--- src/logic/adc_pkg.sv ---
`default_nettype none

////////////////////
// adc slice definitions
////////////////////

package adc_pkg;

    // number of time-interleaved slices
    localparam int NTI = 4;

    // magnitude code width of one slice
    localparam int NADC = 8;

    // raw magnitude code as delivered by a slice
    typedef logic [NADC-1:0] adc_code_t;

    // unfolded two's complement sample, also used for the threshold
    typedef logic signed [NADC-1:0] adc_sample_t;

endpackage

`default_nettype wire

--- src/logic/prbs_pkg.sv ---
`default_nettype none

////////////////////
// prbs7 definitions
////////////////////

package prbs_pkg;

    // sequence order
    localparam int NPRBS = 7;

    // feedback delays in serial bits
    // b[n] = b[n-7] ^ b[n-6]
    localparam int PRBS_TAP_A = 7;
    localparam int PRBS_TAP_B = 6;

    // generator reset state, must be nonzero
    localparam logic [NPRBS-1:0] PRBS_SEED = 7'h5a;

    // error and total counter width
    localparam int NCOUNT = 32;

    typedef logic [NCOUNT-1:0] prbs_count_t;

endpackage

`default_nettype wire

--- src/logic/adc_slicer.sv ---
`default_nettype none
`timescale 1ns/1ns

module adc_slicer #(
    parameter int NTI  = 4,
    parameter int NADC = 8
) (
    input  wire logic                          clk_adc,
    input  wire logic                          rst_n_i,
    input  wire adc_pkg::adc_code_t [NTI-1:0]  adc_code_i,
    input  wire logic [NTI-1:0]                adc_sign_i,
    input  wire adc_pkg::adc_sample_t          thresh_i,
    output logic [NTI-1:0]                     bits_o
);

    // one extra bit so that a full-scale magnitude keeps its sign
    logic signed [NADC:0] sample [NTI];
    logic signed [NADC:0] thresh_ext;
    logic [NTI-1:0]       cmp;

    // sign extension of the programmed threshold
    assign thresh_ext = thresh_i;

    ////////////////////
    // unfold and compare
    ////////////////////

    genvar k;
    generate
        for (k = 0; k < NTI; k = k + 1) begin : g_slice
            // sign bit 1 means positive sample
            assign sample[k] = adc_sign_i[k] ?
                               $signed({1'b0, adc_code_i[k]}) :
                               -$signed({1'b0, adc_code_i[k]});

            // strictly greater than threshold
            assign cmp[k] = (sample[k] > thresh_ext);
        end
    endgenerate

    ////////////////////
    // decision register
    ////////////////////

    always_ff @(posedge clk_adc or negedge rst_n_i) begin
        if (!rst_n_i) begin
            bits_o <= '0;
        end else begin
            bits_o <= cmp;
        end
    end

    // each decision appears one cycle after its code and sign
    generate
        for (k = 0; k < NTI; k = k + 1) begin : g_chk
            a_bit_follows_cmp : assert property (
                @(posedge clk_adc) disable iff (!rst_n_i)
                !$isunknown(adc_sign_i[k]) |=>
                    bits_o[k] == ($past(adc_sign_i[k]) ?
                                  (int'($past(adc_code_i[k])) > int'($past(thresh_i))) :
                                  (-int'($past(adc_code_i[k])) > int'($past(thresh_i))))
            ) else $error("slicer bit %0d does not follow its comparison", k);
        end
    endgenerate

endmodule

`default_nettype wire

--- src/logic/prbs_bist_gen.sv ---
`default_nettype none
`timescale 1ns/1ns

module prbs_bist_gen #(
    parameter int NTI = 4
) (
    input  wire logic           clk_adc,
    input  wire logic           rst_n_i,
    input  wire logic           cke_i,
    input  wire logic           inj_err_i,
    output logic [NTI-1:0]      bits_o
);

    localparam int NSTATE = prbs_pkg::NPRBS;
    localparam int NEXT   = NSTATE + NTI;

    // state holds the last NSTATE serial bits
    // bit 0 is the oldest, bit NSTATE-1 the newest
    logic [NSTATE-1:0] state;
    logic [NEXT-1:0]   ext;
    logic [NTI-1:0]    word;
    logic [NTI-1:0]    inj_mask;

    ////////////////////
    // unrolled lfsr
    ////////////////////

    // each new bit looks back along the extended vector
    always_comb begin
        ext = {{NTI{1'b0}}, state};
        for (int i = 0; i < NTI; i++) begin
            ext[NSTATE+i] = ext[NSTATE+i-prbs_pkg::PRBS_TAP_A]
                          ^ ext[NSTATE+i-prbs_pkg::PRBS_TAP_B];
        end
    end

    assign word = ext[NEXT-1:NSTATE];

    // channel 0 is the earliest bit of the word
    assign inj_mask = NTI'(inj_err_i);

    always_ff @(posedge clk_adc or negedge rst_n_i) begin
        if (!rst_n_i) begin
            state <= prbs_pkg::PRBS_SEED;
        end else if (cke_i) begin
            state <= ext[NEXT-1 -: NSTATE];
        end
    end

    ////////////////////
    // output register
    ////////////////////

    // injection only touches the output, never the state
    always_ff @(posedge clk_adc or negedge rst_n_i) begin
        if (!rst_n_i) begin
            bits_o <= '0;
        end else if (cke_i) begin
            bits_o <= word ^ inj_mask;
        end
    end

    // an all-zero state would lock the generator
    a_state_nonzero : assert property (
        @(posedge clk_adc) disable iff (!rst_n_i)
        state != '0
    ) else $error("bist lfsr reached the all-zero state");

endmodule

`default_nettype wire

--- src/logic/prbs_checker.sv ---
`default_nettype none
`timescale 1ns/1ns

module prbs_checker #(
    parameter int NTI = 4
) (
    input  wire logic              clk_adc,
    input  wire logic              rst_n_i,
    input  wire logic              cke_i,
    input  wire logic              sel_src_i,
    input  wire logic [NTI-1:0]    adc_bits_i,
    input  wire logic [NTI-1:0]    bist_bits_i,
    input  wire logic [NTI-1:0]    chan_sel_i,
    output prbs_pkg::prbs_count_t  err_count_o,
    output prbs_pkg::prbs_count_t  total_count_o
);

    localparam int NHIST  = prbs_pkg::NPRBS;
    localparam int NEXT   = NHIST + NTI;
    // words needed before the history is full
    localparam int NWARM  = (NHIST + NTI - 1) / NTI;
    localparam int WARM_W = $clog2(NWARM + 1);
    localparam int POP_W  = $clog2(NTI + 1);

    logic [NTI-1:0]    rx_bits;
    logic [NHIST-1:0]  hist;
    logic [NEXT-1:0]   ext;
    logic [NTI-1:0]    pred;
    logic [NTI-1:0]    err_bits;
    logic [WARM_W-1:0] warm_cnt;
    logic              warm_done;
    logic [POP_W-1:0]  n_sel;
    logic [POP_W-1:0]  n_err;

    function automatic logic [POP_W-1:0] popcount(input logic [NTI-1:0] v);
        logic [POP_W-1:0] n;
        n = '0;
        for (int i = 0; i < NTI; i++) begin
            n = n + POP_W'(v[i]);
        end
        return n;
    endfunction

    // sticks at all ones instead of wrapping
    function automatic prbs_pkg::prbs_count_t sat_add(
        input prbs_pkg::prbs_count_t a,
        input logic [POP_W-1:0]      b
    );
        logic [prbs_pkg::NCOUNT:0] sum;
        sum = a + b;
        if (sum[prbs_pkg::NCOUNT]) begin
            return '1;
        end
        return sum[prbs_pkg::NCOUNT-1:0];
    endfunction

    ////////////////////
    // source select
    ////////////////////

    assign rx_bits = sel_src_i ? bist_bits_i : adc_bits_i;

    ////////////////////
    // self-sync check
    ////////////////////

    // history below, current word above, oldest bit at index 0
    assign ext = {rx_bits, hist};

    // later channels see the earlier bits of the same word
    always_comb begin
        for (int i = 0; i < NTI; i++) begin
            pred[i] = ext[NHIST+i-prbs_pkg::PRBS_TAP_A]
                    ^ ext[NHIST+i-prbs_pkg::PRBS_TAP_B];
        end
    end

    assign err_bits = rx_bits ^ pred;

    // masked channels still feed the history
    always_ff @(posedge clk_adc) begin
        if (cke_i) begin
            hist <= ext[NEXT-1 -: NHIST];
        end
    end

    assign warm_done = (warm_cnt == WARM_W'(NWARM));

    always_ff @(posedge clk_adc or negedge rst_n_i) begin
        if (!rst_n_i) begin
            warm_cnt <= '0;
        end else if (cke_i && !warm_done) begin
            warm_cnt <= warm_cnt + 1'b1;
        end
    end

    ////////////////////
    // counters
    ////////////////////

    assign n_sel = popcount(chan_sel_i);
    assign n_err = popcount(err_bits & chan_sel_i);

    always_ff @(posedge clk_adc or negedge rst_n_i) begin
        if (!rst_n_i) begin
            err_count_o   <= '0;
            total_count_o <= '0;
        end else if (cke_i && warm_done) begin
            err_count_o   <= sat_add(err_count_o, n_err);
            total_count_o <= sat_add(total_count_o, n_sel);
        end
    end

    // every counted error is also a counted bit
    a_err_le_total : assert property (
        @(posedge clk_adc) disable iff (!rst_n_i)
        err_count_o <= total_count_o
    ) else $error("error count above total count");

endmodule

`default_nettype wire

--- src/logic/digital_core.sv ---
`default_nettype none
`timescale 1ns/1ns

module digital_core #(
    parameter int NTI  = adc_pkg::NTI,
    parameter int NADC = adc_pkg::NADC
) (
    input  wire logic                          clk_adc,
    input  wire logic                          rst_n_i,

    // adc slices
    input  wire adc_pkg::adc_code_t [NTI-1:0]  adc_code_i,
    input  wire logic [NTI-1:0]                adc_sign_i,
    input  wire adc_pkg::adc_sample_t          thresh_i,

    // prbs test controls
    input  wire logic                          sel_src_i,
    input  wire logic                          cke_i,
    input  wire logic                          inj_err_i,
    input  wire logic [NTI-1:0]                chan_sel_i,

    output wire logic [NTI-1:0]                slice_bits_o,
    output wire prbs_pkg::prbs_count_t         err_count_o,
    output wire prbs_pkg::prbs_count_t         total_count_o
);

    wire logic [NTI-1:0] adc_bits;
    wire logic [NTI-1:0] bist_bits;

    ////////////////////
    // adc decisions
    ////////////////////

    adc_slicer #(
        .NTI  (NTI),
        .NADC (NADC)
    ) slicer_i (
        .clk_adc    (clk_adc),
        .rst_n_i    (rst_n_i),
        .adc_code_i (adc_code_i),
        .adc_sign_i (adc_sign_i),
        .thresh_i   (thresh_i),
        .bits_o     (adc_bits)
    );

    assign slice_bits_o = adc_bits;

    ////////////////////
    // bist source
    ////////////////////

    prbs_bist_gen #(
        .NTI (NTI)
    ) bist_gen_i (
        .clk_adc   (clk_adc),
        .rst_n_i   (rst_n_i),
        .cke_i     (cke_i),
        .inj_err_i (inj_err_i),
        .bits_o    (bist_bits)
    );

    ////////////////////
    // bit-error checker
    ////////////////////

    // sel_src_i picks bist bits when high
    prbs_checker #(
        .NTI (NTI)
    ) checker_i (
        .clk_adc       (clk_adc),
        .rst_n_i       (rst_n_i),
        .cke_i         (cke_i),
        .sel_src_i     (sel_src_i),
        .adc_bits_i    (adc_bits),
        .bist_bits_i   (bist_bits),
        .chan_sel_i    (chan_sel_i),
        .err_count_o   (err_count_o),
        .total_count_o (total_count_o)
    );

endmodule

`default_nettype wire

--- config.mk ---
export PLATFORM = sky130hd
export DESIGN_NAME = digital_core
export DESIGN_NICKNAME = d
export VERILOG_FILES = /design/src/logic/adc_pkg.sv /design/src/logic/prbs_pkg.sv /design/src/logic/adc_slicer.sv /design/src/logic/prbs_bist_gen.sv /design/src/logic/prbs_checker.sv /design/src/logic/digital_core.sv
export SDC_FILE = /design/constraint.sdc
export NUM_CORES = 1
export LEC_CHECK = 0
export ABC_AREA = 1
export BUFFER_PORTS_ARGS = -buffer_cell sky130_fd_sc_hd__buf_2
export CAP_MARGIN = 0
export CORE_ASPECT_RATIO = 1.1
export CORE_UTILIZATION = 47
export DETAILED_ROUTE_END_ITERATION = 7
export PLACE_DENSITY = 0.69
export SETUP_SLACK_MARGIN = 0.15
export SKIP_LAST_GASP = 1
export SYNTH_ARGS = -nofsm -noshare
export SYNTH_HDL_FRONTEND = slang
export SYNTH_SLANG_ARGS = --single-unit
export TNS_END_PERCENT = 5
--- constraint.sdc ---
create_clock -name clk_adc -period 4.7 [get_ports clk_adc]
set_clock_uncertainty 0.15 [all_clocks]
set_input_delay 0 -clock clk_adc [delete_from_list [all_inputs] [get_ports clk_adc]]
set_output_delay 0 -clock clk_adc [all_outputs]
set_load 0.02 [all_outputs]
---- Word-level counts from Yosys, hierarchy flattened ----
Index checks and enable logic that the tools add are counted.
word-level totals
  register bits after elaboration ......... 88
  bits in latches ......................... 0
  memory bits (writable) .................. 0
  bits in read-only memories .............. 0
  output and inout port bits .............. 68
  memories ................................ 0
cells by class
  add/subtract/negate cells ............... 13
  multiply operators ...................... 0
  divide/modulo/power cells ............... 0
  $lt $le $gt $ge ......................... 4
  eq/ne operators ......................... 1
  shift operators ......................... 0
  muxes and demuxes ....................... 13
  bitwise gates (word level) .............. 11
  reduce and logical (&&, ||, !) cells .... 3
operators by type and width
  cell                                                            count
  32-bit 2-to-1 mux                                               4
  32-bit by 3-bit adder with 33-bit output                        2
  9-bit by 8-bit greater-than comparator with 1-bit output        4
  9-bit 2-to-1 mux                                                4
  8-bit negation with 9-bit output                                4
  3-bit by 1-bit adder with 3-bit output                          4
  1-bit XOR                                                       8
  1-bit by 1-bit adder with 2-bit output                          2
  4-bit AND                                                       1
  1-bit 2-to-1 mux                                                4
  4-bit 2-to-1 mux                                                1
  4-bit by 1-bit XOR with 4-bit output                            1
  4-bit XOR                                                       1
  2-bit by 1-bit adder with 2-bit output (second input constant)  1
  2-bit == test (second input constant)                           1
  1-bit logical AND                                               2
  1-bit zero test                                                 1

---- Longest topological paths before layout ----
  depth after elaboration ................. 10
  gate-level depth with buffers ........... 19

---- Cells and area by module ----
From an unflattened synthesis, not the netlist that was laid out.
second synthesis, totals
  cell total of the unflattened synthesis .. 967
  area, all modules ....................... 6932.9 um^2
modules (own cells, without submodules)
  module         instances  cells each  area an instance (um^2)  seq. area each (um^2)
  prbs_checker   1          609         4624.4                   1861.8
  adc_slicer     1          310         1864.3                   100.1
  prbs_bist_gen  1          48          444.2                    255.2

---- Least setup slack after synthesis ----
No wires, ideal clock.
  kind .................................... register to register
  start point ............................. register slicer_i.bits_o[1]
  end point ............................... register checker_i.err_count_o[30]
  library setup time ...................... 0.067 ns
  data arrival time ....................... 3.142 ns
  path slack .............................. 1.341 ns
  stages on the path, launching flop included .. 18
  buffers on the path ..................... 1
  clock period less this slack ............ 3.359 ns
  cell sequence ........................... dfrtp_1 > nand2_1 > o21ai_0 > o21ai_0 > a21oi_1 > ha_1 > fa_1 > ha_1 > inv_1 > fa_1 > inv_1 > nand2_1 > nand2_1 > nand3_4 > nor2_4 > nand4_4 > buf_6 > nand3_2
between the ends
  longest elaborated chain between the ends .. 10
ends and longest elaborated chain
  what                                                      RTL line             text
  start: declaration                                        adc_slicer.sv:13     output logic [NTI-1:0] bits_o
  start signal: assignment                                  adc_slicer.sv:49     bits_o <= cmp;
  4-bit 2-to-1 mux (*)                                      prbs_checker.sv:61   assign rx_bits = sel_src_i ? bist_bits_i : adc_bits_i;
  via checker_i.rx_bits[1]                                  prbs_checker.sv:25   logic [NTI-1:0] rx_bits;
  4-bit XOR (*)                                             prbs_checker.sv:78   assign err_bits = rx_bits ^ pred;
  4-bit AND (*)                                             prbs_checker.sv:102  assign n_err = popcount(err_bits & chan_sel_i);
  1-bit by 1-bit adder with 2-bit output (*)                prbs_checker.sv:39   n = n + POP_W'(v[i]);
  3-bit by 1-bit adder with 3-bit output (*) (2 in series)  prbs_checker.sv:39
  32-bit by 3-bit adder with 33-bit output (*)              prbs_checker.sv:50   sum = a + b;
  1-bit 2-to-1 mux                                          prbs_checker.sv:51   if (sum[prbs_pkg::NCOUNT]) begin
  1-bit 2-to-1 mux                                          prbs_checker.sv:108  end else if (cke_i && warm_done) begin
  32-bit 2-to-1 mux (*)                                     prbs_checker.sv:54   return sum[prbs_pkg::NCOUNT-1:0];
  end signal: assignment                                    prbs_checker.sv:109  err_count_o <= sat_add(err_count_o, n_err);
  end signal: assignment                                    prbs_checker.sv:117  err_count_o <= total_count_o
  end: declaration                                          prbs_checker.sv:14   output prbs_pkg::prbs_count_t err_count_o,
Mark *: on every way through the listed nets, which the timed path passes. The rest lies on a longest branch. The select of a mux whose other input is x is not followed.
A chain may end at the register's enable or synchronous reset.

---- Final worst setup path ----
  start point ............................. input sel_src_i
  end point ............................... register checker_i.err_count_o[27]
between the ends
  longest elaborated chain between the ends .. 10
ends and longest elaborated chain
  what                                                      RTL line             text
  start: declaration                                        digital_core.sv:17   input wire logic sel_src_i,
  4-bit 2-to-1 mux (*)                                      prbs_checker.sv:61
  via checker_i.rx_bits[1]                                  prbs_checker.sv:25
  4-bit XOR (*)                                             prbs_checker.sv:78
  4-bit AND (*)                                             prbs_checker.sv:102
  1-bit by 1-bit adder with 2-bit output (*)                prbs_checker.sv:39
  3-bit by 1-bit adder with 3-bit output (*) (2 in series)  prbs_checker.sv:39
  32-bit by 3-bit adder with 33-bit output (*)              prbs_checker.sv:50
  1-bit 2-to-1 mux                                          prbs_checker.sv:51
  1-bit 2-to-1 mux                                          prbs_checker.sv:108
  32-bit 2-to-1 mux (*)                                     prbs_checker.sv:54
Marked as above.

==> key figures <==
Floorplan
  – Die Wd: about 120 um
  – Die area: between 10000 and 15000 um^2
  – Initial Util: 0.4803
  – FP Rows: 45
  – Chip Height: 126.5 um
  – I/O Pins: around 120
  – Core Region: between 10000 and 15000 um^2

Yosys
  – Yosys top cell by area: dfrtp_1
  – Post-synth EDFFs: 7
  – Post-Syn Area: 6625 um^2
  – Avg Inst Size Synth: approximately 7.3 um^2
  – Gate Count Post-Synth: about 900
  – Register area share after synthesis: 0.3347
  – Area contributors post-synth: dfrtp_1 29%, nand2_1 12%, ha_1 9.6%
  – Synth cell types: 38
  – Flops & latches, synth: 87
  – Synth Flop Type: dfrtp_1
  – Top-area cell type share of the netlist area: 0.2871
  – Yosys synthesis warning count: 0
  – Async SR Flop Fraction: 0.9195
  – Syn_nets: between 1000 and 1500

Routing
  – Vias/cell: 5.009
  – Antenna-violating nets left: 0
  – DRT Pass-1 Iters: 4
  – Routed WL per cell: 12.78 um
  – Initial DRC Count: 416
  – Via count: slightly above 6000
  – Remaining DRCs: 0
  – Routed WL: about 16000 um

Timing
  – Final hold slack: between 70 and 80 ps
  – Unrepaired setup endpoints after global routing: false
  – Max_slew headroom: 0.3330
  – Clock period minus worst slack: between 3000 and 4000 ps
  – Achievable Freq: approximately 0.26 GHz
  – Final hold vios: 0
  – Final Setup Violations: 0
  – Slack of the critical path: roughly 880 ps
  – Fin crit share: 0.8118
  – Final TNS setup: 0 ps
  – Worst-Margin Slew: ~1000 ps
  – Slew Viols, Final: 0

Global routing
  – Largest net degree at the start of global routing: about 80
  – GRT Util Overall: 0.2310
  – Overflow after GRT: 0
  – Number of global-route vias before repair: 5910
  – Initial antenna violation count: 0
  – First-pass GRT wire length: approximately 27000 um

Placed design
  – Place WS: between 900 and 1000 ps
  – Placed Cells: around 1200
  – Detailed-placement wirelength estimate: between 10000 and 15000 um
  – Gpl congestion: around 0.86
  – Placed cell areas: approximately 7400 um^2
  – IO buf count: 120

Setup path
  – Worst reg2reg path depth: 16
  – Crit-path max cell delay: 520 ps
  – Most used cell along the critical path: inv_1
  – Crit path max-delay family: adder cells
  – Critical path type: input pin to register
  – Crit path required time: 4800 ps
  – Worst Path Arrival: just under 4000 ps
  – Launching point of the worst reg2reg path: bist_gen_i.bits_o[1]
  – Reg2Reg Capture Point: checker_i.err_count_o[27]
  – Setup crit end kind: register
  – Critical-path cell list: dlygate4sd3_1, buf_2, inv_1, o21ai_0, o21ai_0, a21oi_1, ha_1, fa_1, ha_1, inv_1, fa_1, inv_1, nand2_1, nand2_1, nand3_4, nor2_4, nand4_4, nand3_1
  – CP bufs+invs: 5
  – Reg2reg setup slack: 930 ps
  – CP max-delay cell: dlygate4sd3_1
  – CP startpoint kind: input pin
  – Crit Path Max Fanout: 28

Worst hold path
  – HP Start: thresh_i[0]
  – Hold crit path type: input pin to register
  – Min-Delay Endpoint: slicer_i.bits_o[3]
  – Hold depth: 5

Clock tree
  – Clock buffer count from CTS: 9
  – Clk slew on worst S/H paths: about 70 ps
  – Clock Tree Root: clkbuf_16
  – Clk_lat worst skew: about 330 ps
  – H-tree Lvls: 3
  – Clk buf depth: 2
  – CTS tree: done
  – Clk sinks: 87

Pwr
  – Power density cells: 312.1 nW/um^2
  – VDD IR max: ~210 uV
  – Leak: approximately 4.2 nW
  – Total power: 2.421 mW

Finish
  – Nets: 1149
  – Layout cells sized above 1: 0.1635
  – Register Area: between 2000 and 2500 um^2
  – Multi-input gate area: 3832 um^2
  – Fill count: about 1300
  – Commonest non-fill, non-tap cells in the layout: 215 x nand2_1, 138 x inv_1, 119 x buf_2
  – Final Core Density: 0.5624
  – Post-Layout Cell Count: 1234
  – ANT cells: 0
  – Commonest non-fill, non-tap cell in the layout: nand2_1
  – Finished Cell Area: approximately 7800 um^2
  – P&R area growth vs syn: 17.09%

Run
  – # Max-Cap Violations: 0

Status
  – Outcome: complete, no violations
per-layer routing:
metal	GRT usage	routed length, um	vias up
li1	-	-	3217
met1	0.2966	7272	2808
met2	0.3962	7627	132
met3	0.03631	536	24
met4	0.07181	333	0
met5	0	0	-
power by group:
part / internal [mW] / switching, mW
Sequential: 0.879 / 0.0921
Combinational: 0.279 / 0.467
Clock: 0.410 / 0.294
Total: 1.57 / 0.853
worst max path at each step:
stage	from	to	slack, ps	cells past startpoint
2_1_floorplan	slicer_i.bits_o[1]	checker_i.err_count_o[30]	1340	17
3_3_place_gp	bist_gen_i.bits_o[1]	checker_i.err_count_o[23]	1010	16
3_5_place_dp	bist_gen_i.bits_o[1]	checker_i.err_count_o[27]	920	16
4_1_cts	sel_src_i	checker_i.err_count_o[27]	890	18
5_1_grt	sel_src_i	checker_i.err_count_o[14]	510	18
6_report	sel_src_i	checker_i.err_count_o[27]	880	18
worst register-to-register path: stages (launching register included):
cell     delay (ps)
dfrtp_1         330
inv_1            50
o21ai_0         310
o21ai_0         140
a21oi_1         130
ha_1            260
fa_1            390
ha_1            300
inv_1            50
fa_1            370
inv_1            70
nand2_1          60
nand2_1         140
nand3_4         120
nor2_4          160
nand4_4         400
nand3_1         250
state kept, by name, indices dropped and copies added (netlist names):
signal	flops
checker_i.total_count_o	32
slicer_i.bits_o	4
bist_gen_i.state	7
checker_i.err_count_o	32
checker_i.hist	7
bist_gen_i.bits_o	3
checker_i.warm_cnt	2
area by class of cell:
cell class	instances	share of cell area
inverter	140	0.06839
multi-input combinational	678	0.4940
sequential	87	0.2858
timing repair buffer	125	0.08387
clock inverter	6	0.008065
clock buffer	10	0.02952
tap	188	0.03032
cells in the mapped netlist, drive strengths merged (3+ instances only):
master / n
xnor2: 8
o21a: 4
nand3: 97
a21oi: 29
or2: 13
a21o: 3
xor2: 36
nand2: 218
dfstp: 4
edfxtp: 7
o21ai: 47
inv: 140
dfrtp: 76
ha: 51
nand4: 29
a31oi: 3
nand3b: 14
fa: 4
nor2: 99
buf: 5
nor3: 17
what timing repair did:
item / CTS / global route
setup buffers: 0 / 0
hold endpoints to repair: 91 / 0
hold buffers: 4 / 0
resized for setup: 0 / 0
setup endpoints to repair: 0 / 0
cells by family after synthesis:
| logic type | count (synthesis) | share of synthesized area |
|---|---|---|
| simple gates | 487 | 0.3371 |
| xor+xnor | 44 | 0.05817 |
| fa+ha+maj | 55 | 0.1084 |
| flops | 87 | 0.3347 |
| buf+inv | 147 | 0.08687 |
| compound gates | 92 | 0.07479 |
Note: power is estimated with default switching activity, not from simulation.
